<file path="src/include/lsu_defines.svh">
`ifndef LSU_DEFINES_SVH
`define LSU_DEFINES_SVH

// Datapath widths
`define LSU_DATA_W 32
`define LSU_ADDR_W 32
`define LSU_IMM_W 12

// Local data memory geometry
`define LSU_MEM_WORDS 256
`define LSU_MEM_IDX_W 8    // Selects address bits 9:2

`endif

</file>
<file path="src/design/lsu_pkg.sv">
`include "lsu_defines.svh"

package lsu_pkg;

    typedef logic [`LSU_DATA_W-1:0]        data_t;
    typedef logic [`LSU_ADDR_W-1:0]        addr_t;
    typedef logic signed [`LSU_IMM_W-1:0]  imm_t;
    typedef logic [`LSU_DATA_W-1:0]        mask_t;
    typedef logic [4:0]                    reg_idx_t;
    typedef logic [`LSU_MEM_IDX_W-1:0]     mem_idx_t;
    typedef logic [3:0]                    mem_op_t;
    typedef logic [1:0]                    acc_size_t;

    // Memory micro-op codes, anything else behaves as NOP
    localparam mem_op_t MEM_OP_NOP = 4'd0;
    localparam mem_op_t MEM_OP_LW  = 4'd1;
    localparam mem_op_t MEM_OP_LH  = 4'd2;
    localparam mem_op_t MEM_OP_LHU = 4'd3;
    localparam mem_op_t MEM_OP_LB  = 4'd4;
    localparam mem_op_t MEM_OP_LBU = 4'd5;
    localparam mem_op_t MEM_OP_SW  = 4'd6;
    localparam mem_op_t MEM_OP_SH  = 4'd7;
    localparam mem_op_t MEM_OP_SB  = 4'd8;

    // Access sizes
    localparam acc_size_t ACC_WORD = 2'd0;
    localparam acc_size_t ACC_HALF = 2'd1;
    localparam acc_size_t ACC_BYTE = 2'd2;

endpackage

</file>
<file path="src/design/lsu_ifs.sv">
// Decoded memory micro-op, decode stage to execute stage
interface decoded_uop_if;
    import lsu_pkg::*;

    logic      valid;
    logic      is_load;
    logic      is_store;
    acc_size_t size;
    logic      sign_ext;   // Only meaningful for half and byte loads
    data_t     rs1;
    data_t     rs2;
    imm_t      imm;
    reg_idx_t  rd;

    modport src (
        output valid, is_load, is_store, size, sign_ext, rs1, rs2, imm, rd
    );

    modport dst (
        input valid, is_load, is_store, size, sign_ext, rs1, rs2, imm, rd
    );

endinterface


</file>
<file path="src/design/mem_uop_decode.sv">
module mem_uop_decode (
    input  logic              clk_i,
    input  logic              rst_n_i,
    input  logic              uop_valid_i,
    input  lsu_pkg::mem_op_t  uop_op_i,
    input  lsu_pkg::data_t    uop_rs1_i,
    input  lsu_pkg::data_t    uop_rs2_i,
    input  lsu_pkg::imm_t     uop_imm_i,
    input  lsu_pkg::reg_idx_t uop_rd_i,
    decoded_uop_if.src        dec_o
);
    import lsu_pkg::*;

    logic      is_load_d;
    logic      is_store_d;
    acc_size_t size_d;
    logic      sign_ext_d;

    always_comb begin
        is_load_d  = 1'b0;
        is_store_d = 1'b0;
        size_d     = ACC_WORD;
        sign_ext_d = 1'b0;
        case (uop_op_i)
            MEM_OP_LW:  is_load_d = 1'b1;
            MEM_OP_LH:  begin is_load_d = 1'b1; size_d = ACC_HALF; sign_ext_d = 1'b1; end
            MEM_OP_LHU: begin is_load_d = 1'b1; size_d = ACC_HALF; end
            MEM_OP_LB:  begin is_load_d = 1'b1; size_d = ACC_BYTE; sign_ext_d = 1'b1; end
            MEM_OP_LBU: begin is_load_d = 1'b1; size_d = ACC_BYTE; end
            MEM_OP_SW:  is_store_d = 1'b1;
            MEM_OP_SH:  begin is_store_d = 1'b1; size_d = ACC_HALF; end
            MEM_OP_SB:  begin is_store_d = 1'b1; size_d = ACC_BYTE; end
            default:    is_load_d = 1'b0;  // NOP and unknown codes stop here
        endcase
    end

    always_ff @(posedge clk_i or negedge rst_n_i) begin
        if (!rst_n_i) begin
            dec_o.valid    <= 1'b0;
            dec_o.is_load  <= 1'b0;
            dec_o.is_store <= 1'b0;
        end else begin
            dec_o.valid    <= uop_valid_i & (is_load_d | is_store_d);
            dec_o.is_load  <= is_load_d;
            dec_o.is_store <= is_store_d;
        end
    end

    // Operands only matter when valid is set
    always_ff @(posedge clk_i) begin
        if (uop_valid_i) begin
            dec_o.size     <= size_d;
            dec_o.sign_ext <= sign_ext_d;
            dec_o.rs1      <= uop_rs1_i;
            dec_o.rs2      <= uop_rs2_i;
            dec_o.imm      <= uop_imm_i;
            dec_o.rd       <= uop_rd_i;
        end
    end

endmodule

</file>
<file path="src/flat_wrapper.sv">
// flat-port wrapper written by rule: the top's interface ports become plain ports
module mem_uop_decode_flat import lsu_pkg::*;
  (clk_i, rst_n_i, uop_valid_i, uop_op_i, uop_rs1_i, uop_rs2_i, uop_imm_i, uop_rd_i, dec_o_valid, dec_o_is_load, dec_o_is_store, dec_o_size, dec_o_sign_ext, dec_o_rs1, dec_o_rs2, dec_o_imm, dec_o_rd);
  decoded_uop_if dec_o_i ();
  input  logic clk_i;
  input  logic rst_n_i;
  input  logic uop_valid_i;
  input  lsu_pkg::mem_op_t uop_op_i;
  input  lsu_pkg::data_t uop_rs1_i;
  input  lsu_pkg::data_t uop_rs2_i;
  input  lsu_pkg::imm_t uop_imm_i;
  input  lsu_pkg::reg_idx_t uop_rd_i;
  output wire logic [$bits(dec_o_i.valid)-1:0] dec_o_valid;
  output wire logic [$bits(dec_o_i.is_load)-1:0] dec_o_is_load;
  output wire logic [$bits(dec_o_i.is_store)-1:0] dec_o_is_store;
  output wire logic [$bits(dec_o_i.size)-1:0] dec_o_size;
  output wire logic [$bits(dec_o_i.sign_ext)-1:0] dec_o_sign_ext;
  output wire logic [$bits(dec_o_i.rs1)-1:0] dec_o_rs1;
  output wire logic [$bits(dec_o_i.rs2)-1:0] dec_o_rs2;
  output wire logic [$bits(dec_o_i.imm)-1:0] dec_o_imm;
  output wire logic [$bits(dec_o_i.rd)-1:0] dec_o_rd;
  assign dec_o_valid = dec_o_i.valid;
  assign dec_o_is_load = dec_o_i.is_load;
  assign dec_o_is_store = dec_o_i.is_store;
  assign dec_o_size = dec_o_i.size;
  assign dec_o_sign_ext = dec_o_i.sign_ext;
  assign dec_o_rs1 = dec_o_i.rs1;
  assign dec_o_rs2 = dec_o_i.rs2;
  assign dec_o_imm = dec_o_i.imm;
  assign dec_o_rd = dec_o_i.rd;
  mem_uop_decode u_core (.clk_i(clk_i), .rst_n_i(rst_n_i), .uop_valid_i(uop_valid_i), .uop_op_i(uop_op_i), .uop_rs1_i(uop_rs1_i), .uop_rs2_i(uop_rs2_i), .uop_imm_i(uop_imm_i), .uop_rd_i(uop_rd_i), .dec_o(dec_o_i));
endmodule
</file>
<file path="config.mk">
export PLATFORM = sky130hd
export DESIGN_NAME = mem_uop_decode_flat
export DESIGN_NICKNAME = d
export VERILOG_FILES = /design/src/design/lsu_pkg.sv /design/src/design/lsu_ifs.sv /design/src/design/mem_uop_decode.sv /design/src/flat_wrapper.sv
export VERILOG_INCLUDE_DIRS = /design/src /design/src/include
export SDC_FILE = /design/constraint.sdc
export NUM_CORES = 1
export LEC_CHECK = 0
export BUFFER_PORTS_ARGS = -buffer_cell sky130_fd_sc_hd__buf_2
export CAP_MARGIN = 20
export CELL_PAD_IN_SITES_DETAIL_PLACEMENT = 0
export CELL_PAD_IN_SITES_GLOBAL_PLACEMENT = 1
export CORE_MARGIN = 2
export CORE_UTILIZATION = 33
export DETAILED_ROUTE_END_ITERATION = 10
export MAX_ROUTING_LAYER = met4
export PLACE_DENSITY_LB_ADDON = 0.25
export REMOVE_ABC_BUFFERS = 1
export SYNTH_ARGS = -nofsm -noshare
export SYNTH_HDL_FRONTEND = slang
export SYNTH_SLANG_ARGS = --single-unit
</file>
<file path="constraint.sdc">
create_clock -name clk_i -period 0.8 [get_ports clk_i]
set_input_delay 0.16 -clock clk_i [delete_from_list [all_inputs] [get_ports clk_i]]
set_output_delay 0.16 -clock clk_i [all_outputs]
set_load 0.005 [all_outputs]
</file>
# == After elaboration in Yosys (flattened, before gate mapping) ==
# Cells that the tools add are included.
# word_totals
register_bits,87
# op_classes
bitwise,2
n_reduce_logical,5
n_mux,4
n_eq_ne,8
# op_table
cell,n
"equality test 4 x 3 -> 1 bit, second input constant",4
OR reduction 3 bit,3
"equality test 4 x 2 -> 1 bit, second input constant",2
OR reduction 5 bit,1
"equality test 4 x 1 -> 1 bit, second input constant",1
"equality test 4 bit, second input constant",1
case mux 2 bit (2 select lines),1
two-way mux 1 bit,3
OR reduction 2 bit,1
bitwise AND 1 bit,1
bitwise OR 1 bit,1

# == Depth between registers and ports, before layout ==
# logic_depth
ltp_word,5
depth_mapped,2

# == Worst setup path before layout ==
# OpenSTA, ideal clock, no wires.
# synth_path
kind,in2reg
startpoint,input uop_op_i[2]
endpoint,register u_core.dec_o.size[1] (data pin)
arrival_time_ns,0.640
setup_time_ns,0.140
setup_slack_ns,0.020
path_stages,2
required_time_ns,0.660
cell_sequence,or3b_1 a21oi_2
# synth_between
elab_chain_len,3
# synth_rtl
element,line_no,source
"start, declared",flat_wrapper.sv:8,input lsu_pkg::mem_op_t uop_op_i;
"equality test 4 x 3 -> 1 bit, or another cell as far along",mem_uop_decode.sv:24,case (uop_op_i)
OR reduction 3 bit (no line),-,
case mux 2 bit (2 select lines) *,mem_uop_decode.sv:24,
net u_core.size_d[1],mem_uop_decode.sv:16,acc_size_t size_d;
"end signal, assigned",mem_uop_decode.sv:52,dec_o.size <= size_d;
"end, declared",lsu_ifs.sv:16,"output valid, is_load, is_store, size, sign_ext, rs1, rs2, imm, rd"
# Mark *: on every way through the listed nets, which the timed path passes. The rest lies on a longest branch.
# A chain may end at the register's enable or synchronous reset.

# == Worst setup path after layout ==
# layout_path
startpoint,register u_core.dec_o.rs2[1]
endpoint,output dec_o_rs2[1]
# layout_lines
element,line_no,source
"start, declared",lsu_ifs.sv:16,
"start signal, assigned",mem_uop_decode.sv:55,dec_o.rs2 <= uop_rs2_i;
"end, declared",flat_wrapper.sv:19,output wire logic [$bits(dec_o_i.rs2)-1:0] dec_o_rs2;
# No word-level cell between the ends.

==> key figures <==
GRT
  • Maximum number of pins on one net before global-route repair: 47
  • Overall Global Routing Usage: 15.2%
  • Remaining global-route overflow: 0
  • Vias in the first global route: 2114
  • Wire length of the first global-routing pass: 9680 um
  • Antenna violations before repair: 0

Floorplan
  • Die ar.: 8910 um^2
  • Number of ports placed on the die boundary: 175
  • Number of standard-cell rows in the floorplan: 32
  • Y dimension of the die: 94.4 um
  • Area of the core: 7810 um^2
  • Horizontal die dimension: 94.4 um
  • Effective utilization at floorplan: 34.5%

Drt
  • Ratio of routed vias to standard cells: 4.14
  • Number of vias after detailed routing: 1997
  • Number of iterations in the first detailed-routing pass: 4
  • Violation count after the first detailed-routing iteration: 31
  • Final ANT Viol Nets: 0
  • Count of unresolved DRC violations after routing: 0
  • Total length of routed wires: 6740 um
  • Detailed-route wire length per cell: 14.0 um

Placement
  • Count of port buffers added during placement: 174
  • Placed wire-length estimate: 4460 um
  • GPL Wtd Cong: 0.726

Worst setup path
  • Number of cells on the critical path: 1
  • CP max stage delay: 410 ps
  • Arrival time reported for the critical path endpoint: 900 ps
  • Largest delay contributor family on the critical path: flip-flops
  • Critical Path Start: u_core.dec_o.rs2[1]$_DFFE_PP_
  • Req. time, crit path: 640 ps
  • Category of the worst setup path capture point: output pin
  • Critical path peak fanout: 1
  • Critical setup path kind: register to output pin
  • Slowest cell on crit path: sky130_fd_sc_hd__edfxtp_1
  • Crit path buf inv count: 1
  • Critical path startpoint category: register
  • CP Capture Point: dec_o_rs2[1]
  • Critical path cell sequence: buf_2

STA
  • Final critical-path required period: 1060 ps
  • Total count of max-transition violations in the final report: 0
  • Fin worst setup slack: -255 ps
  • Setup repair after global routing missed its margin: true
  • Slew Limit Headroom: 84.1%
  • Worst hold margin: 73.6 ps
  • Maximum clock frequency: 948 MHz
  • Period Utilization, post-route: 132%
  • Number of endpoints with negative hold slack in the final report: 0
  • Worst-margin pin slew: 238 ps
  • Total negative setup slack: -17440 ps
  • Number of setup violations in the final report: 87

Run status
  • Status: finished, violations left
  • Violations in the final reports: setup timing

Layout
  • Top library cells by usage in the layout, fill and taps aside: 173 x sky130_fd_sc_hd__buf_2, 84 x sky130_fd_sc_hd__edfxtp_1, 82 x sky130_fd_sc_hd__dlygate4sd3_1
  • Count of inserted antenna diode cells: 0
  • Area growth from synthesis to layout: 77.8%
  • Most common cell after layout, fill and taps aside: sky130_fd_sc_hd__buf_2
  • Core Util, Final: 61.4%
  • Nets@finish: 463
  • Number of inserted filler cells in the final layout: 584
  • Fraction of layout instances using a drive strength above 1: 51.8%

Power and ir drop
  • Overall power: 9.51 mW
  • Leak pwr: 2.07 nW
  • Power density over cell area: 1990 nW/um^2
  • Largest voltage drop on the vdd net: 0.880 mV

Clock tree
  • Number of buffers created by CTS: 9
  • CTS Root Cell: sky130_fd_sc_hd__clkbuf_8
  • Clock transition at path regs: 80 ps
  • H-tree depth reported by CTS: 3
  • Maximum clock insertion buffer count: 2
  • Total clock sinks: 87
  • CTS tree: yes

Synthesis
  • Mean cell area of the mapped netlist: 26.7 um^2
  • Mapped Area: 2700 um^2
  • Synth cell types: 14
  • Post-synthesis cell count: 101
  • Yosys warns: 0
  • Number of synthesized register bits: 87
  • Part of the Yosys area used for sequential elements: 96.4%

Flow run
  • Max cap viols: 0

Worst hold path
  • Worst hold-check path type: input port to register
[cell type report]
| type | count | area [um^2] | area share (%) |
|---|---|---|---|
| inverter | 1 | 3.75 | 0.0783 |
| multi-input combinational | 13 | 93.8 | 1.96 |
| sequential | 87 | 2600 | 54.2 |
| timing repair buffer | 263 | 1770 | 37.0 |
| clock buffer | 10 | 128 | 2.66 |
| tap | 102 | 128 | 2.66 |
| clock inverter | 6 | 68.8 | 1.44 |
[cells by family (layout without fill, tap and decap cells)]
family	Yosys count	count (layout)	synth area share, %
compound gates	4	4	1.21
xor+xnor	1	1	0.325
buf+inv	1	280	0.139
flops	87	87	96.4
mux	1	1	0.371
simple gates	7	7	1.58
[power by group]
| part | internal (mW) | total (mW) | switching, mW |
|---|---|---|---|
| clock | 1.46 | 2.94 | 1.48 |
| sequential | 5.38 | 5.46 | 0.0817 |
| combinational | 0.681 | 1.10 | 0.424 |
| total | 7.52 | 9.51 | 1.99 |
[synthesized netlist by cell type (all sizes together)]
| master | n | area share [%] |
|---|---|---|
| nand2 | 1 | 0.14 |
| edfxtp | 84 | 94 |
| inv | 1 | 0.14 |
| xnor2 | 1 | 0.33 |
| and2b | 1 | 0.28 |
| a22o | 1 | 0.33 |
| a211oi | 1 | 0.28 |
| a21boi | 1 | 0.28 |
| mux2i | 1 | 0.37 |
| dfrtp | 3 | 2.8 |
| a21oi | 1 | 0.33 |
| or3b | 1 | 0.33 |
| nand2b | 2 | 0.46 |
| nor3 | 2 | 0.37 |
[registers in the layout, summed over array words and instances, names as in the netlist]
name	cells
u_core.dec_o.rd	5
u_core.dec_o.rs1	32
u_core.dec_o.valid	1
u_core.dec_o.rs2	32
u_core.dec_o.sign_ext	1
u_core.dec_o.imm	12
u_core.dec_o.size	2
u_core.dec_o.is_load	1
u_core.dec_o.is_store	1
[through the flow]
stage / setup slack [ps] / cell area [um^2] / std cells
6_report: -255 / 4790 / 482
5_1_grt: -296 / 4790 / 482
4_1_cts: -265 / 4790 / 482
3_5_place_dp: -130 / 3770 / 384
3_3_place_gp: -108 / 3770 / 384
2_1_floorplan: 19.9 / 2700 / 101
[routing by layer]
layer	vias to the layer above	track usage, %	part of all wire (%)
met4	0	7.37	1.6
met5	-	-	0
li1	950	-	-
met2	120	26.3	49
met3	12	4.31	8.8
met1	915	16.1	41
[worst min-delay path by stage]
stage           startpoint                              to  slack [ps]  cells past startpoint
6_report       uop_op_i[1]  u_core.dec_o.is_load$_DFF_PN0_          70                      2
2_1_floorplan      rst_n_i  u_core.dec_o.is_load$_DFF_PN0_        -140                      0
5_1_grt        uop_op_i[1]  u_core.dec_o.is_load$_DFF_PN0_          70                      2
3_3_place_gp       rst_n_i  u_core.dec_o.is_load$_DFF_PN0_         -30                      1
4_1_cts        uop_op_i[1]  u_core.dec_o.is_load$_DFF_PN0_          50                      2
3_5_place_dp       rst_n_i  u_core.dec_o.is_load$_DFF_PN0_         -30                      1
[timing repair]
item	4_1_cts	5_1_grt
gates resized for setup	0	0
cloned	0	0
endpoints found under the hold margin	84	0
setup buffers	0	0
setup endpoints to repair	87	87
hold buffers	82	0
(Power assumes the default switching activity.)
