<file path="config.mk">
export PLATFORM = sky130hd
export DESIGN_NAME = load_result_align_flat
export DESIGN_NICKNAME = d
export VERILOG_FILES = /design/src/design/lsu_pkg.sv /design/src/design/lsu_ifs.sv /design/src/design/load_result_align.sv /design/src/flat_wrapper.sv
export VERILOG_INCLUDE_DIRS = /design/src /design/src/include
export SDC_FILE = /design/constraint.sdc
export NUM_CORES = 1
export LEC_CHECK = 0
export BUFFER_PORTS_ARGS = -buffer_cell sky130_fd_sc_hd__buf_2
export CAP_MARGIN = 5
export CORE_MARGIN = 5
export CORE_UTILIZATION = 42
export CTS_CLUSTER_SIZE = 30
export DETAILED_ROUTE_END_ITERATION = 16
export GPL_TIMING_DRIVEN = 0
export PLACE_DENSITY = 0.75
export SLEW_MARGIN = 5
export SYNTH_ARGS = -nofsm -noshare
export SYNTH_HDL_FRONTEND = slang
export SYNTH_SLANG_ARGS = --single-unit
</file>
<file path="constraint.sdc">
create_clock -name clk_i -period 0.9 [get_ports clk_i]
set_input_delay 0.09 -clock clk_i [delete_from_list [all_inputs] [get_ports clk_i]]
set_output_delay 0.09 -clock clk_i [all_outputs]
set_load 0.03 [all_outputs]
</file>
<file path="src/include/lsu_defines.svh">
`ifndef LSU_DEFINES_SVH
`define LSU_DEFINES_SVH

// Datapath widths
`define LSU_DATA_W 32
`define LSU_ADDR_W 32
`define LSU_IMM_W 12

// Local data memory geometry
`define LSU_MEM_WORDS 256
`define LSU_MEM_IDX_W 8    // Selects address bits 9:2

`endif

</file>
<file path="src/design/lsu_pkg.sv">
`include "lsu_defines.svh"

package lsu_pkg;

    typedef logic [`LSU_DATA_W-1:0]        data_t;
    typedef logic [`LSU_ADDR_W-1:0]        addr_t;
    typedef logic signed [`LSU_IMM_W-1:0]  imm_t;
    typedef logic [`LSU_DATA_W-1:0]        mask_t;
    typedef logic [4:0]                    reg_idx_t;
    typedef logic [`LSU_MEM_IDX_W-1:0]     mem_idx_t;
    typedef logic [3:0]                    mem_op_t;
    typedef logic [1:0]                    acc_size_t;

    // Memory micro-op codes, anything else behaves as NOP
    localparam mem_op_t MEM_OP_NOP = 4'd0;
    localparam mem_op_t MEM_OP_LW  = 4'd1;
    localparam mem_op_t MEM_OP_LH  = 4'd2;
    localparam mem_op_t MEM_OP_LHU = 4'd3;
    localparam mem_op_t MEM_OP_LB  = 4'd4;
    localparam mem_op_t MEM_OP_LBU = 4'd5;
    localparam mem_op_t MEM_OP_SW  = 4'd6;
    localparam mem_op_t MEM_OP_SH  = 4'd7;
    localparam mem_op_t MEM_OP_SB  = 4'd8;

    // Access sizes
    localparam acc_size_t ACC_WORD = 2'd0;
    localparam acc_size_t ACC_HALF = 2'd1;
    localparam acc_size_t ACC_BYTE = 2'd2;

endpackage

</file>
<file path="src/design/lsu_ifs.sv">


// Load bookkeeping that travels beside the memory read
interface load_meta_if;
    import lsu_pkg::*;

    logic      valid;
    acc_size_t size;
    logic      sign_ext;
    reg_idx_t  rd;

    modport src (
        output valid, size, sign_ext, rd
    );

    modport dst (
        input valid, size, sign_ext, rd
    );

endinterface

</file>
<file path="src/design/load_result_align.sv">
module load_result_align (
    input  logic              clk_i,
    input  logic              rst_n_i,
    load_meta_if.dst          meta_i,
    input  lsu_pkg::data_t    rdata_i,
    output logic              load_valid_o,
    output lsu_pkg::reg_idx_t load_rd_o,
    output lsu_pkg::data_t    load_data_o
);
    import lsu_pkg::*;

    data_t result;
    logic  fill;

    // Extension bit taken from the top of the word
    assign fill = meta_i.sign_ext & rdata_i[31];

    always_comb begin
        case (meta_i.size)
            ACC_HALF: result = {{16{fill}}, rdata_i[31:16]};
            ACC_BYTE: result = {{24{fill}}, rdata_i[31:24]};
            default:  result = rdata_i;  // Word passes through
        endcase
    end

    always_ff @(posedge clk_i or negedge rst_n_i) begin
        if (!rst_n_i) begin
            load_valid_o <= 1'b0;
            load_rd_o    <= '0;
            load_data_o  <= '0;
        end else begin
            load_valid_o <= meta_i.valid;
            if (meta_i.valid) begin
                load_rd_o   <= meta_i.rd;
                load_data_o <= result;
            end
        end
    end

endmodule

</file>
<file path="src/flat_wrapper.sv">
// flat-port wrapper written by rule: the top's interface ports become plain ports
module load_result_align_flat import lsu_pkg::*;
  (clk_i, rst_n_i, rdata_i, load_valid_o, load_rd_o, load_data_o, meta_i_valid, meta_i_size, meta_i_sign_ext, meta_i_rd);
  load_meta_if meta_i_i ();
  input  logic clk_i;
  input  logic rst_n_i;
  input  lsu_pkg::data_t rdata_i;
  output logic load_valid_o;
  output lsu_pkg::reg_idx_t load_rd_o;
  output lsu_pkg::data_t load_data_o;
  input wire logic [$bits(meta_i_i.valid)-1:0] meta_i_valid;
  input wire logic [$bits(meta_i_i.size)-1:0] meta_i_size;
  input wire logic [$bits(meta_i_i.sign_ext)-1:0] meta_i_sign_ext;
  input wire logic [$bits(meta_i_i.rd)-1:0] meta_i_rd;
  assign meta_i_i.valid = meta_i_valid;
  assign meta_i_i.size = meta_i_size;
  assign meta_i_i.sign_ext = meta_i_sign_ext;
  assign meta_i_i.rd = meta_i_rd;
  load_result_align u_core (.clk_i(clk_i), .rst_n_i(rst_n_i), .meta_i(meta_i_i), .rdata_i(rdata_i), .load_valid_o(load_valid_o), .load_rd_o(load_rd_o), .load_data_o(load_data_o));
endmodule
</file>
Word-level counts from Yosys, hierarchy flattened

Index checks and enable logic that the tools add are counted.

Equal/unequal tests: 2
Multiplexer cells: 1
Bitwise gates (word level): 1

Operator list:

| kind                 | count |
|---|---|
| $pmux W32 S2         | 1 |
| $eq A2 B1 Y1 const B | 1 |
| $eq A2 B2 Y1 const B | 1 |
| $and A1 B1 Y1        | 1 |

Bits in registers: 38
Input port bits: 43
Word-level logic and storage cells: 7

Longest topological paths before layout

Gate-level depths: netlist of the first run.

Depth in word-level cells: 2
Depth in mapped cells: 8

Worst setup path after synthesis of the first run

Ideal clock, no wire load.

Path type: input port to flip-flop
From: input port meta_i_size[0]
To: register u_core.load_data_o[17]
Arrival time: 1.198 ns
Required time: 0.774 ns
Setup slack: -0.425 ns
Cell stages on the path: 8
Path through: inv_1 ha_1 buf_6 nand2b_4 buf_6 nor3_4 buf_6 a311o_1

Cells in the longest elaborated chain, start to end: 2

RTL lines:

| element                                             | RTL line                | RTL |
|---|---|---|
| start, declared                                     | flat_wrapper.sv:12      | `input wire logic [$bits(meta_i_i.size)-1:0] meta_i_size;` |
| $eq A2 B2 Y1 / $eq A2 B1 Y1 (equally long branches) | load_result_align.sv:19 | `case (meta_i.size)` |
| $pmux W32 S2 (*)                                    | load_result_align.sv:19 |  |
| end signal, assigned                                | load_result_align.sv:35 | `load_data_o <= result;` |
| end, declared                                       | load_result_align.sv:8  | `output lsu_pkg::data_t load_data_o` |

Every way passes the cells marked *; elsewhere a longest branch is shown, timed or not.
A chain may end at the register's enable or synchronous reset.

==> results of run 1 <==
per-stage QoR:
stage / TNS, ns / hold slack, ns / cells
3_3_place_gp: -16.51 / 0.217 / 299
2_1_floorplan: -7.62 / -0.206 / 167
6_report: -1.53 / -0.0924 / 316
5_1_grt: -3.29 / -0.0331 / 316
4_1_cts: -1.84 / -0.0759 / 315
3_5_place_dp: -17.25 / 0.215 / 299
sequential cells by signal, indices dropped and copies added, names as in the netlist:
| register | flops |
|---|---|
| u_core.load_data_o | 32 |
| u_core.load_rd_o | 5 |
| u_core.load_valid_o | 1 |
what timing repair did:
action / 4_1_cts / 5_1_grt
endpoints found under the setup margin: 69 / 64
hold endpoints to repair: 39 / 38
gates resized for setup: 87 / 25
pin swaps: 3 / 3
cloned: 2 / 0
setup buffers: 7 / 1
path summary, 6_finish.rpt:
path                                                      end  cells after the start
setup / recovery           u_core.load_data_o[17]$_DFFE_PN0P_                      2
hold / removal                u_core.load_rd_o[3]$_DFFE_PN0P_                      1
setup reg to reg           u_core.load_data_o[17]$_DFFE_PN0P_                      2
hold reg to reg               u_core.load_rd_o[1]$_DFFE_PN0P_                      1
max in group asynchronous     u_core.load_rd_o[2]$_DFFE_PN0P_                      1
min in group clk_i            u_core.load_rd_o[1]$_DFFE_PN0P_                      2
cells by family (layout without fill, tap and decap cells):
family / Yosys count / count (layout)
DFF: 38 / 38
buffers and inverters: 20 / 116
adders and majority gates: 2 / 2
AOI/OAI and AO/OA: 51 / 51
and+or+nand+nor: 51 / 52
muxes: 5 / 5
power groups by stage:
stage	clock network [uW]	registers (uW)	logic (uW)
global placement	0	2060	1380
CTS	1140	2080	1730
floorplan	0	2510	460
global route	1200	2120	1920
finish	1120	2090	1810
detailed placement	0	2060	1410
metal layers:
| metal | vias up | part of all wire [%] | track usage (%) |
|---|---|---|---|
| met4 | 0 | 2.2 | 9.44 |
| met3 | 11 | 6.0 | 6.03 |
| li1 | 802 | - | - |
| met1 | 828 | 41 | 23.5 |
| met5 | - | 0 | 0 |
| met2 | 53 | 51 | 33.0 |
cell type report:
type / count / area share, %
flip-flops and latches: 38 / 32.9
multi-input cells: 110 / 32.0
repair buffers: 90 / 25.4
plain buffers: 15 / 4.05
clock buffers: 8 / 2.76
well taps: 52 / 2.24
inverters: 3 / 0.560
cell usage in the layout, fill, tap and decap left out, types with 3 or more instances in the layout:
cell type / count
o21ai_0: 6
a221oi_2: 3
clkbuf_1: 3
buf_6: 45
nand2_1: 9
mux2_1: 5
a21oi_2: 4
dfrtp_1: 33
dfrtp_2: 5
nand3b_1: 16
clkbuf_8: 5
nor2b_1: 8
nor2_1: 8
nor2b_4: 3
a311o_1: 15
and2b_1: 4
a21oi_1: 4
buf_4: 9
buf_2: 45
o21ai_1: 11
a221oi_4: 3
==> metrics.csv, run 1 <==
stage,metric,value,unit
grt,largest net degree at the start of global routing,39,
worst_setup_path,critical path's slowest cell,dfrtp_1,
drt,total wire length,5630,um
die,site row count,24,
synth,simple-gate area share of the yosys netlist,17.9,%
layout,Fill cells,329,
layout,area delta synth->final,56.2,%
layout,antenna cells,0,
worst_setup_path,WP buf/inv,0,
drt,drt via density,5.36,
synth,Post-synth top flop,dfrtp_1,
power_and_ir_drop,Leak,0.00133,uW
worst_setup_path,Reg2Reg Setup Slack,-0.08,ns
synth,"EDFF count, synth",0,
drt,TritonRoute pass-1 iters,4,
grt,first-pass GRT wire length,9240,um
outcome,failing checks,"hold timing, setup timing",
synth,"top cells by count, synth","dfrtp_1, nand3b_1, a311o_1",
clocking,CTS tree,done,
timing,final hold viol count,38,
worst_setup_path,startpoint class of the critical path,register,
timing,hold_ws,-0.0924,ns
worst_setup_path,Worst setup EP type,register,
die,I/O pin cnt,81,
synth,Synth Area in Compound Gates,20.5,%
worst_setup_path,CP Cell Sequence,and2b_1 -> a311o_1,
synth,Gate Count Post-Synth,167,
layout,Final Util,67.2,%
worst_setup_path,cell family with most CP delay,flip-flops,
power_and_ir_drop,share of total power in the clock network,22.3,%
layout,Final Cell Area,0.00291,sq mm
outcome,status,"complete, but fails checks",
synth,Adder-Cell Fraction of Synth Area,1.34,%
grt,grt ovf,0,
placed_design,gpl congestion,0.803,
clocking,Clock Tree Root,clkbuf_8,
clocking,Bufs on Longest Clock Path,2,
power_and_ir_drop,Combinational Power Share,36.0,%
timing,skew final,0,ns
clocking,Post-CTS Hold Fix Bufs,1,
drt,# DRC,0,
placed_design,PortBufs,80,
synth,Synth cell types,24,
placed_design,post-DP HPWL,3920,um
drt,Routed Antenna Nets,0,
layout,share of cells above drive strength 1,50.8,%
power_and_ir_drop,Final Power,5010,uW
worst_setup_path,worst r2r src,u_core.load_data_o[17]$_DFFE_PN0P_,
timing,Final Cycle Share,109,%
die,die height,76.6,um
synth,cell area after synthesis,0.00186,sq mm
synth,post-synthesis mux area share,3.03,%
layout,nets,308,
synth,sequential area share after synthesis,51.1,%
drt,Vias,1694,
power_and_ir_drop,Net Sw Frac,33.9,%
power_and_ir_drop,power share of the sequential group,41.7,%
die,core footprint,0.00432,sq mm
placed_design,Post-Place Cell Area,0.00237,sq mm
clocking,clock insertion delay at the later pin of the skew report,0.29,ns
synth,Seq cells post-synth,38,
grt,antenna violations before repair,0,
synth,xor/xnor share of the synthesized area,0,%
synth,Post-Syn Area per Cell,11.1,sq um
timing,final max-slew violation count,0,
synth,"count leader, synth",dfrtp_1,
synth,Yosys top cell area share,51.1,%
layout,register area,957,sq um
job,max-capacitance violation count,0,
timing,Worst Max-Slew Pin Slew,0.847,ns
worst_setup_path,Max stage delay on crit path,0.40,ns
drt,WL per Instance,17.8,um
die,Initial Util,43.0,%
power_and_ir_drop,P_sw,1700,uW
clocking,CTS Buf Count,5,
worst_setup_path,CP required,1.08,ns
clocking,H-tree levels,2,
min_path,Hold WC Path Type,input port to async pin,
timing,f_max,1020,MHz
synth,"Net Count, Synth",212,
clocking,clock-pin transition on the worst setup and hold timing paths,0.07,ns
worst_setup_path,critical path type,register to register,
grt,number of global-route vias before repair,1797,
synth,asr flop ratio synth,100,%
timing,Final setup viols,54,
timing,RSZ-0062 raised after global routing,true,
worst_setup_path,CP Launch Point,u_core.load_data_o[17]$_DFFE_PN0P_,
grt,global-route usage over all layers,20.0,%
power_and_ir_drop,Cell Int Power,3310,uW
die,Die X,76.6,um
drt,initial detailed-routing violation count,68,
layout,area of the multi-input gates,931,sq um
worst_setup_path,crit-path max FO,2,
power_and_ir_drop,power per standard cell area,1720,mW/mm^2
power_and_ir_drop,Worst VDD drop,0.985,mV
synth,largest area contributor in the netlist,dfrtp_1,
placed_design,pre-CTS WS,-0.651,ns
clocking,clock sink total,38,
worst_setup_path,CP arrival,1.16,ns
synth,Syn. warnings,0,
timing,Slew headroom,43.5,%
synth,largest family of logic cells by synthesized area,compound AO/OA/AOI/OAI gates,
timing,min Tclk post-route,0.981,ns
die,die area,0.00586,sq mm
timing,Final Worst Setup Slack,-0.0806,ns
synth,synth top area cells,"dfrtp_1, a311o_1, nand3b_1",
(Power assumes the default switching activity.)
==> run 2, diff against run 1 <==
CORE_UTILIZATION = 44   (was 42)
CTS_BUF_LIST = sky130_fd_sc_hd__clkbuf_8   (was default)
GPL_TIMING_DRIVEN = 1   (was 0)
PLACE_DENSITY = 0.78   (was 0.75)
==> metrics.csv, run 2 (synthesis results as in run 1) <==
stage,metric,value,unit
die,I/O pin cnt,81,
power_and_ir_drop,Worst VDD drop,1.09,mV
clocking,H-tree levels,2,
die,die area,0.00563,sq mm
layout,Top reg by flops,u_core.load_data_o,
power_and_ir_drop,Leak,0.00138,uW
timing,Final Worst Setup Slack,-0.135,ns
timing,final hold viol count,0,
die,core footprint,0.00406,sq mm
timing,Slew headroom,82.7,%
min_path,Hold WC Path Type,input port to register,
grt,largest net degree at the start of global routing,39,
worst_setup_path,Reg2Reg Setup Slack,-0.06,ns
worst_setup_path,Worst setup EP type,output port,
layout,area delta synth->final,61.9,%
timing,Final setup viols,60,
layout,Fill cells,269,
worst_setup_path,critical path's slowest cell,dfrtp_1,
worst_setup_path,WP buf/inv,2,
drt,initial detailed-routing violation count,158,
power_and_ir_drop,Net Sw Frac,32.5,%
clocking,Clock Tree Root,clkbuf_8,
timing,Final Cycle Share,115,%
drt,# DRC,0,
min_path,WHS Endpoint,u_core.load_rd_o[2]$_DFFE_PN0P_,
drt,total wire length,5530,um
outcome,status,"complete, but fails checks",
worst_setup_path,cell family with most CP delay,flip-flops,
grt,first-pass GRT wire length,8560,um
power_and_ir_drop,share of total power in the clock network,25.4,%
power_and_ir_drop,P_sw,1730,uW
drt,drt via density,5.43,
grt,grt ovf,0,
timing,Worst Max-Slew Pin Slew,0.257,ns
power_and_ir_drop,power per standard cell area,1770,mW/mm^2
die,site row count,23,
worst_setup_path,Max stage delay on crit path,0.40,ns
placed_design,PortBufs,80,
worst_setup_path,CP arrival,0.95,ns
worst_setup_path,startpoint class of the critical path,register,
layout,share of cells above drive strength 1,55.3,%
layout,most frequent cells in the layout,"buf_6, buf_2, dfrtp_1, nand3b_1, a311o_1",
worst_setup_path,crit-path max FO,2,
placed_design,post-DP HPWL,3710,um
min_path,hold wc startpoint,meta_i_rd[2],
layout,Final Util,74.3,%
clocking,clock-pin transition on the worst setup and hold timing paths,0.07,ns
timing,min Tclk post-route,1.04,ns
power_and_ir_drop,Final Power,5320,uW
layout,nets,310,
grt,number of global-route vias before repair,1746,
grt,antenna violations before repair,0,
clocking,Bufs on Longest Clock Path,2,
timing,RSZ-0062 raised after global routing,true,
timing,skew final,0,ns
power_and_ir_drop,power share of the sequential group,39.4,%
timing,f_max,966,MHz
min_path,WHS Path Cells,2,
worst_setup_path,worst r2r src,u_core.load_data_o[20]$_DFFE_PN0P_,
layout,biggest regs,"u_core.load_data_o x32, u_core.load_rd_o x5, u_core.load_valid_o x1",
clocking,CTS tree,done,
outcome,failing checks,setup timing,
worst_setup_path,critical path type,register to output port,
worst_setup_path,CP required,0.81,ns
clocking,clock insertion delay at the later pin of the skew report,0.29,ns
drt,Routed Antenna Nets,0,
layout,"commonest non-fill, non-tap cell in the layout",buf_6,
job,max-capacitance violation count,0,
drt,WL per Instance,17.5,um
grt,global-route usage over all layers,20.8,%
clocking,clock sink total,38,
worst_setup_path,CP Cell Sequence,buf_6 -> buf_6,
worst_setup_path,RR Endpoint,u_core.load_data_o[20]$_DFFE_PN0P_,
die,Initial Util,45.9,%
drt,TritonRoute pass-1 iters,4,
layout,antenna cells,0,
die,die height,75.0,um
power_and_ir_drop,Combinational Power Share,35.1,%
clocking,CTS Buf Count,5,
layout,max reg flops,32,
placed_design,gpl congestion,0.833,
worst_setup_path,Crit path top cell by count,buf_6,
timing,final max-slew violation count,0,
die,Die X,75.0,um
power_and_ir_drop,Cell Int Power,3590,uW
worst_setup_path,Worst Reg-to-Reg Cells,2,
drt,Vias,1716,
==> run 2: changes by cell type in the layout (fill, tap and decap cells not counted), moves of 3 or more <==
cell | previous run | this run
clkbuf_1 | 3 | 0
buf_12 | 0 | 3
a21oi_1 | 4 | 0
a221oi_4 | 3 | 0
a21oi_2 | 4 | 8
buf_6 | 45 | 52
clkbuf_8 | 5 | 8
buf_2 | 45 | 41
a221oi_2 | 3 | 8
==> run 2: per-stage QoR <==
step / setup TNS [ns] / hold slack [ns] / setup slack, ns / cells / area, sq um
after floorplan: -7.62 / -0.206 / -0.354 / 167 / 1900
after global placement: -13.19 / 0.0698 / -0.465 / 300 / 2430
after detailed placement: -13.57 / 0.0728 / -0.478 / 300 / 2430
after CTS: -1.97 / 0.00690 / -0.143 / 316 / 2930
after global routing: -3.67 / 0.0107 / -0.161 / 316 / 3010
final: -2.05 / 0.0125 / -0.135 / 316 / 3010
==> run 2: repair_timing <==
action	4_1_cts	5_1_grt
setup endpoints to repair	70	68
buffers inserted	5	0
hold buffers	1	0
gates cloned	2	0
hold endpoints to repair	38	0
gates resized for setup	100	19
pin swaps	18	3
==> run 2: layer usage <==
layer	track usage, %	share of wire [%]
met2	32.2	49
met5	0	0
met1	27.2	42
met4	10.9	2.5
met3	4.54	6.7
==> run 2: how the worst max path moves through the flow <==
| stage | end | cells after the start | slack [ns] | from |
|---|---|---|---|---|
| 2_1_floorplan | u_core.load_data_o[17]$_DFFE_PN0P_ | 7 | -0.35 | meta_i_size[1] |
| 5_1_grt | load_data_o[30] | 2 | -0.16 | u_core.load_data_o[30]$_DFFE_PN0P_ |
| 3_5_place_dp | u_core.load_data_o[16]$_DFFE_PN0P_ | 6 | -0.48 | meta_i_size[0] |
| 4_1_cts | load_data_o[22] | 2 | -0.14 | u_core.load_data_o[22]$_DFFE_PN0P_ |
| 6_report | load_data_o[22] | 2 | -0.14 | u_core.load_data_o[22]$_DFFE_PN0P_ |
| 3_3_place_gp | u_core.load_data_o[19]$_DFFE_PN0P_ | 6 | -0.46 | meta_i_size[0] |
==> run 2: layout make-up <==
class | count | area, sq um | area share [%]
Tap cell | 50 | 62.6 | 2.08
Multi-Input combinational cell | 109 | 916 | 30.4
Timing Repair Buffer | 108 | 951 | 31.6
Inverter | 3 | 16.3 | 0.540
Clock buffer | 8 | 110 | 3.65
Sequential cell | 38 | 957 | 31.8
==> run 2: worst register-to-register path, stage by stage, from the launching register on <==
cell and delay, ns:
dfrtp_1 0.41, and2b_1 0.17, a311o_1 0.27
==> run 2: power by group through the flow <==
stage	sequential (uW)	clock (uW)	combinational, uW
finish	2100	1350	1870
global route	2120	1470	1980
CTS	2100	1380	1810
detailed placement	2070	0	1460
global placement	2060	0	1430
floorplan	2510	0	460
==> run 3, diff against run 2 <==
BUFFER_PORTS_ARGS = -buffer_cell sky130_fd_sc_hd__buf_4   (was -buffer_cell sky130_fd_sc_hd__buf_2)
==> metrics.csv, run 3 (synthesis results as in run 1) <==
stage,metric,value,unit
outcome,status,"complete, but fails checks",
outcome,failing checks,setup timing,
grt,antenna violations before repair,0,
worst_setup_path,CP arrival,0.97,ns
power_and_ir_drop,Worst VDD drop,1.12,mV
timing,Slew headroom,68.9,%
grt,grt ovf,0,
grt,first-pass GRT wire length,9250,um
die,I/O pin cnt,81,
drt,Met2 Wirelength,3200,um
placed_design,gpl congestion,0.881,
worst_setup_path,crit-path max FO,2,
die,Die X,75.0,um
die,die height,75.0,um
worst_setup_path,startpoint class of the critical path,register,
grt,largest net degree at the start of global routing,39,
drt,Max Used Layer,met4,
drt,met1 WL,2520,um
clocking,Bufs on Longest Clock Path,2,
clocking,clock-pin transition on the worst setup and hold timing paths,0.07,ns
drt,# DRC,0,
drt,TritonRoute pass-1 iters,4,
timing,Final Worst Setup Slack,-0.160,ns
layout,nets,317,
layout,Top reg by flops,u_core.load_data_o,
clocking,CTS Buf Count,5,
timing,skew final,0,ns
clocking,clock sink total,38,
layout,most frequent cells in the layout,"buf_6, buf_4, dfrtp_1, nand3b_1, a311o_1",
drt,Routed Antenna Nets,0,
clocking,H-tree levels,2,
worst_setup_path,critical path type,register to output port,
placed_design,placed cell count,308,
timing,Worst Max-Slew Pin Slew,0.467,ns
layout,Final Cell Area,0.00320,sq mm
grt,number of global-route vias before repair,1790,
worst_setup_path,Worst setup EP type,output port,
timing,final max-slew violation count,0,
worst_setup_path,worst r2r src,u_core.load_data_o[26]$_DFFE_PN0P_,
min_path,Hold WC Path Type,input port to register,
job,max-capacitance violation count,0,
placed_design,post-DP HPWL,3940,um
grt,global-route usage over all layers,22.2,%
layout,antenna cells,0,
timing,min Tclk post-route,1.06,ns
worst_setup_path,Worst Reg-to-Reg Cells,2,
timing,RSZ-0062 raised after global routing,true,
min_path,WHS Endpoint,u_core.load_rd_o[2]$_DFFE_PN0P_,
timing,Final Cycle Share,118,%
min_path,hold wc startpoint,meta_i_rd[2],
layout,fin cells,323,
clocking,CTS tree,done,
power_and_ir_drop,power per standard cell area,1670,mW/mm^2
drt,WL per Instance,19.6,um
min_path,WHS Path Cells,2,
timing,Final setup viols,61,
power_and_ir_drop,Leak,0.00146,uW
timing,hold_ws,0.0259,ns
worst_setup_path,CP Launch Point,u_core.load_data_o[30]$_DFFE_PN0P_,
drt,drt via density,5.58,
layout,area delta synth->final,71.9,%
clocking,Clock Tree Root,clkbuf_8,
layout,max reg flops,32,
clocking,clock insertion delay at the later pin of the skew report,0.28,ns
drt,WL met3,412,um
layout,"commonest non-fill, non-tap cell in the layout",buf_6,
die,die area,0.00563,sq mm
timing,final hold viol count,0,
worst_setup_path,CP required,0.81,ns
timing,f_max,943,MHz
die,Initial Util,45.9,%
layout,Final Util,78.8,%
layout,biggest regs,"u_core.load_data_o x32, u_core.load_rd_o x5, u_core.load_valid_o x1",
worst_setup_path,Reg2Reg Setup Slack,-0.10,ns
drt,Vias,1802,
die,site row count,23,
placed_design,Post-Place Cell Area,0.00268,sq mm
power_and_ir_drop,Final Power,5360,uW
layout,share of cells above drive strength 1,56.8,%
drt,total wire length,6320,um
drt,initial detailed-routing violation count,109,
placed_design,PortBufs,80,
worst_setup_path,RR Endpoint,u_core.load_data_o[26]$_DFFE_PN0P_,
die,core footprint,0.00406,sq mm
## run 3: cell count changes in the layout (fill, tap and decap cells not counted), sizes merged
cell / previous run / this run
clkbuf: 8 / 6
inv: 2 / 3
clkinv: 1 / 2
buf: 107 / 114
## run 3: worst max-delay path, stage by stage (launching register included)
cell and delay (ns):
dfrtp_1 0.42, buf_6 0.13, buf_6 0.12
## run 3: cell type report
cell class	count	area (sq um)
multi-input cells	109	935
flip-flops and latches	38	957
clock buffers	6	82.6
clock inverters	2	8.76
fillers	252	860
well taps	50	62.6
inverters	3	16.3
repair buffers	115	1140
## run 3: worst max-delay path by stage
stage | to | slack (ns) | depth (start not counted)
floorplan | u_core.load_data_o[17]$_DFFE_PN0P_ | -0.35 | 7
global route | load_data_o[22] | -0.18 | 2
global placement | u_core.load_data_o[19]$_DFFE_PN0P_ | -0.46 | 6
finish | load_data_o[30] | -0.16 | 2
detailed placement | u_core.load_data_o[22]$_DFFE_PN0P_ | -0.47 | 6
CTS | load_data_o[25] | -0.13 | 2
## run 3: repair_timing
action / CTS / global route
setup buffers: 6 / 1
endpoints found under the hold margin: 38 / 0
hold buffers: 1 / 0
gates cloned: 1 / 0
pin swaps: 17 / 8
setup endpoints to repair: 68 / 70
resized for setup: 65 / 24
## run 3: per-stage QoR
step           TNS, ns  worst slack (ns)
6_report         -3.35            -0.160
2_1_floorplan    -7.62            -0.354
3_5_place_dp    -13.76            -0.475
3_3_place_gp    -13.18            -0.460
4_1_cts          -2.56            -0.130
5_1_grt          -4.70            -0.183
## run 3: where the power goes
part / internal (uW) / leakage, uW / switching [uW]
Clock: 606 / 0.0000524 / 568
Combinational: 1040 / 0.000953 / 1040
Sequential: 1930 / 0.000454 / 172
## run 3: layer usage
| metal | global-route usage (%) | up-vias |
|---|---|---|
| li1 | - | 822 |
| met1 | 29.6 | 880 |
| met2 | 37.5 | 85 |
| met3 | 5.21 | 15 |
| met4 | 4.15 | 0 |
| met5 | 0 | - |
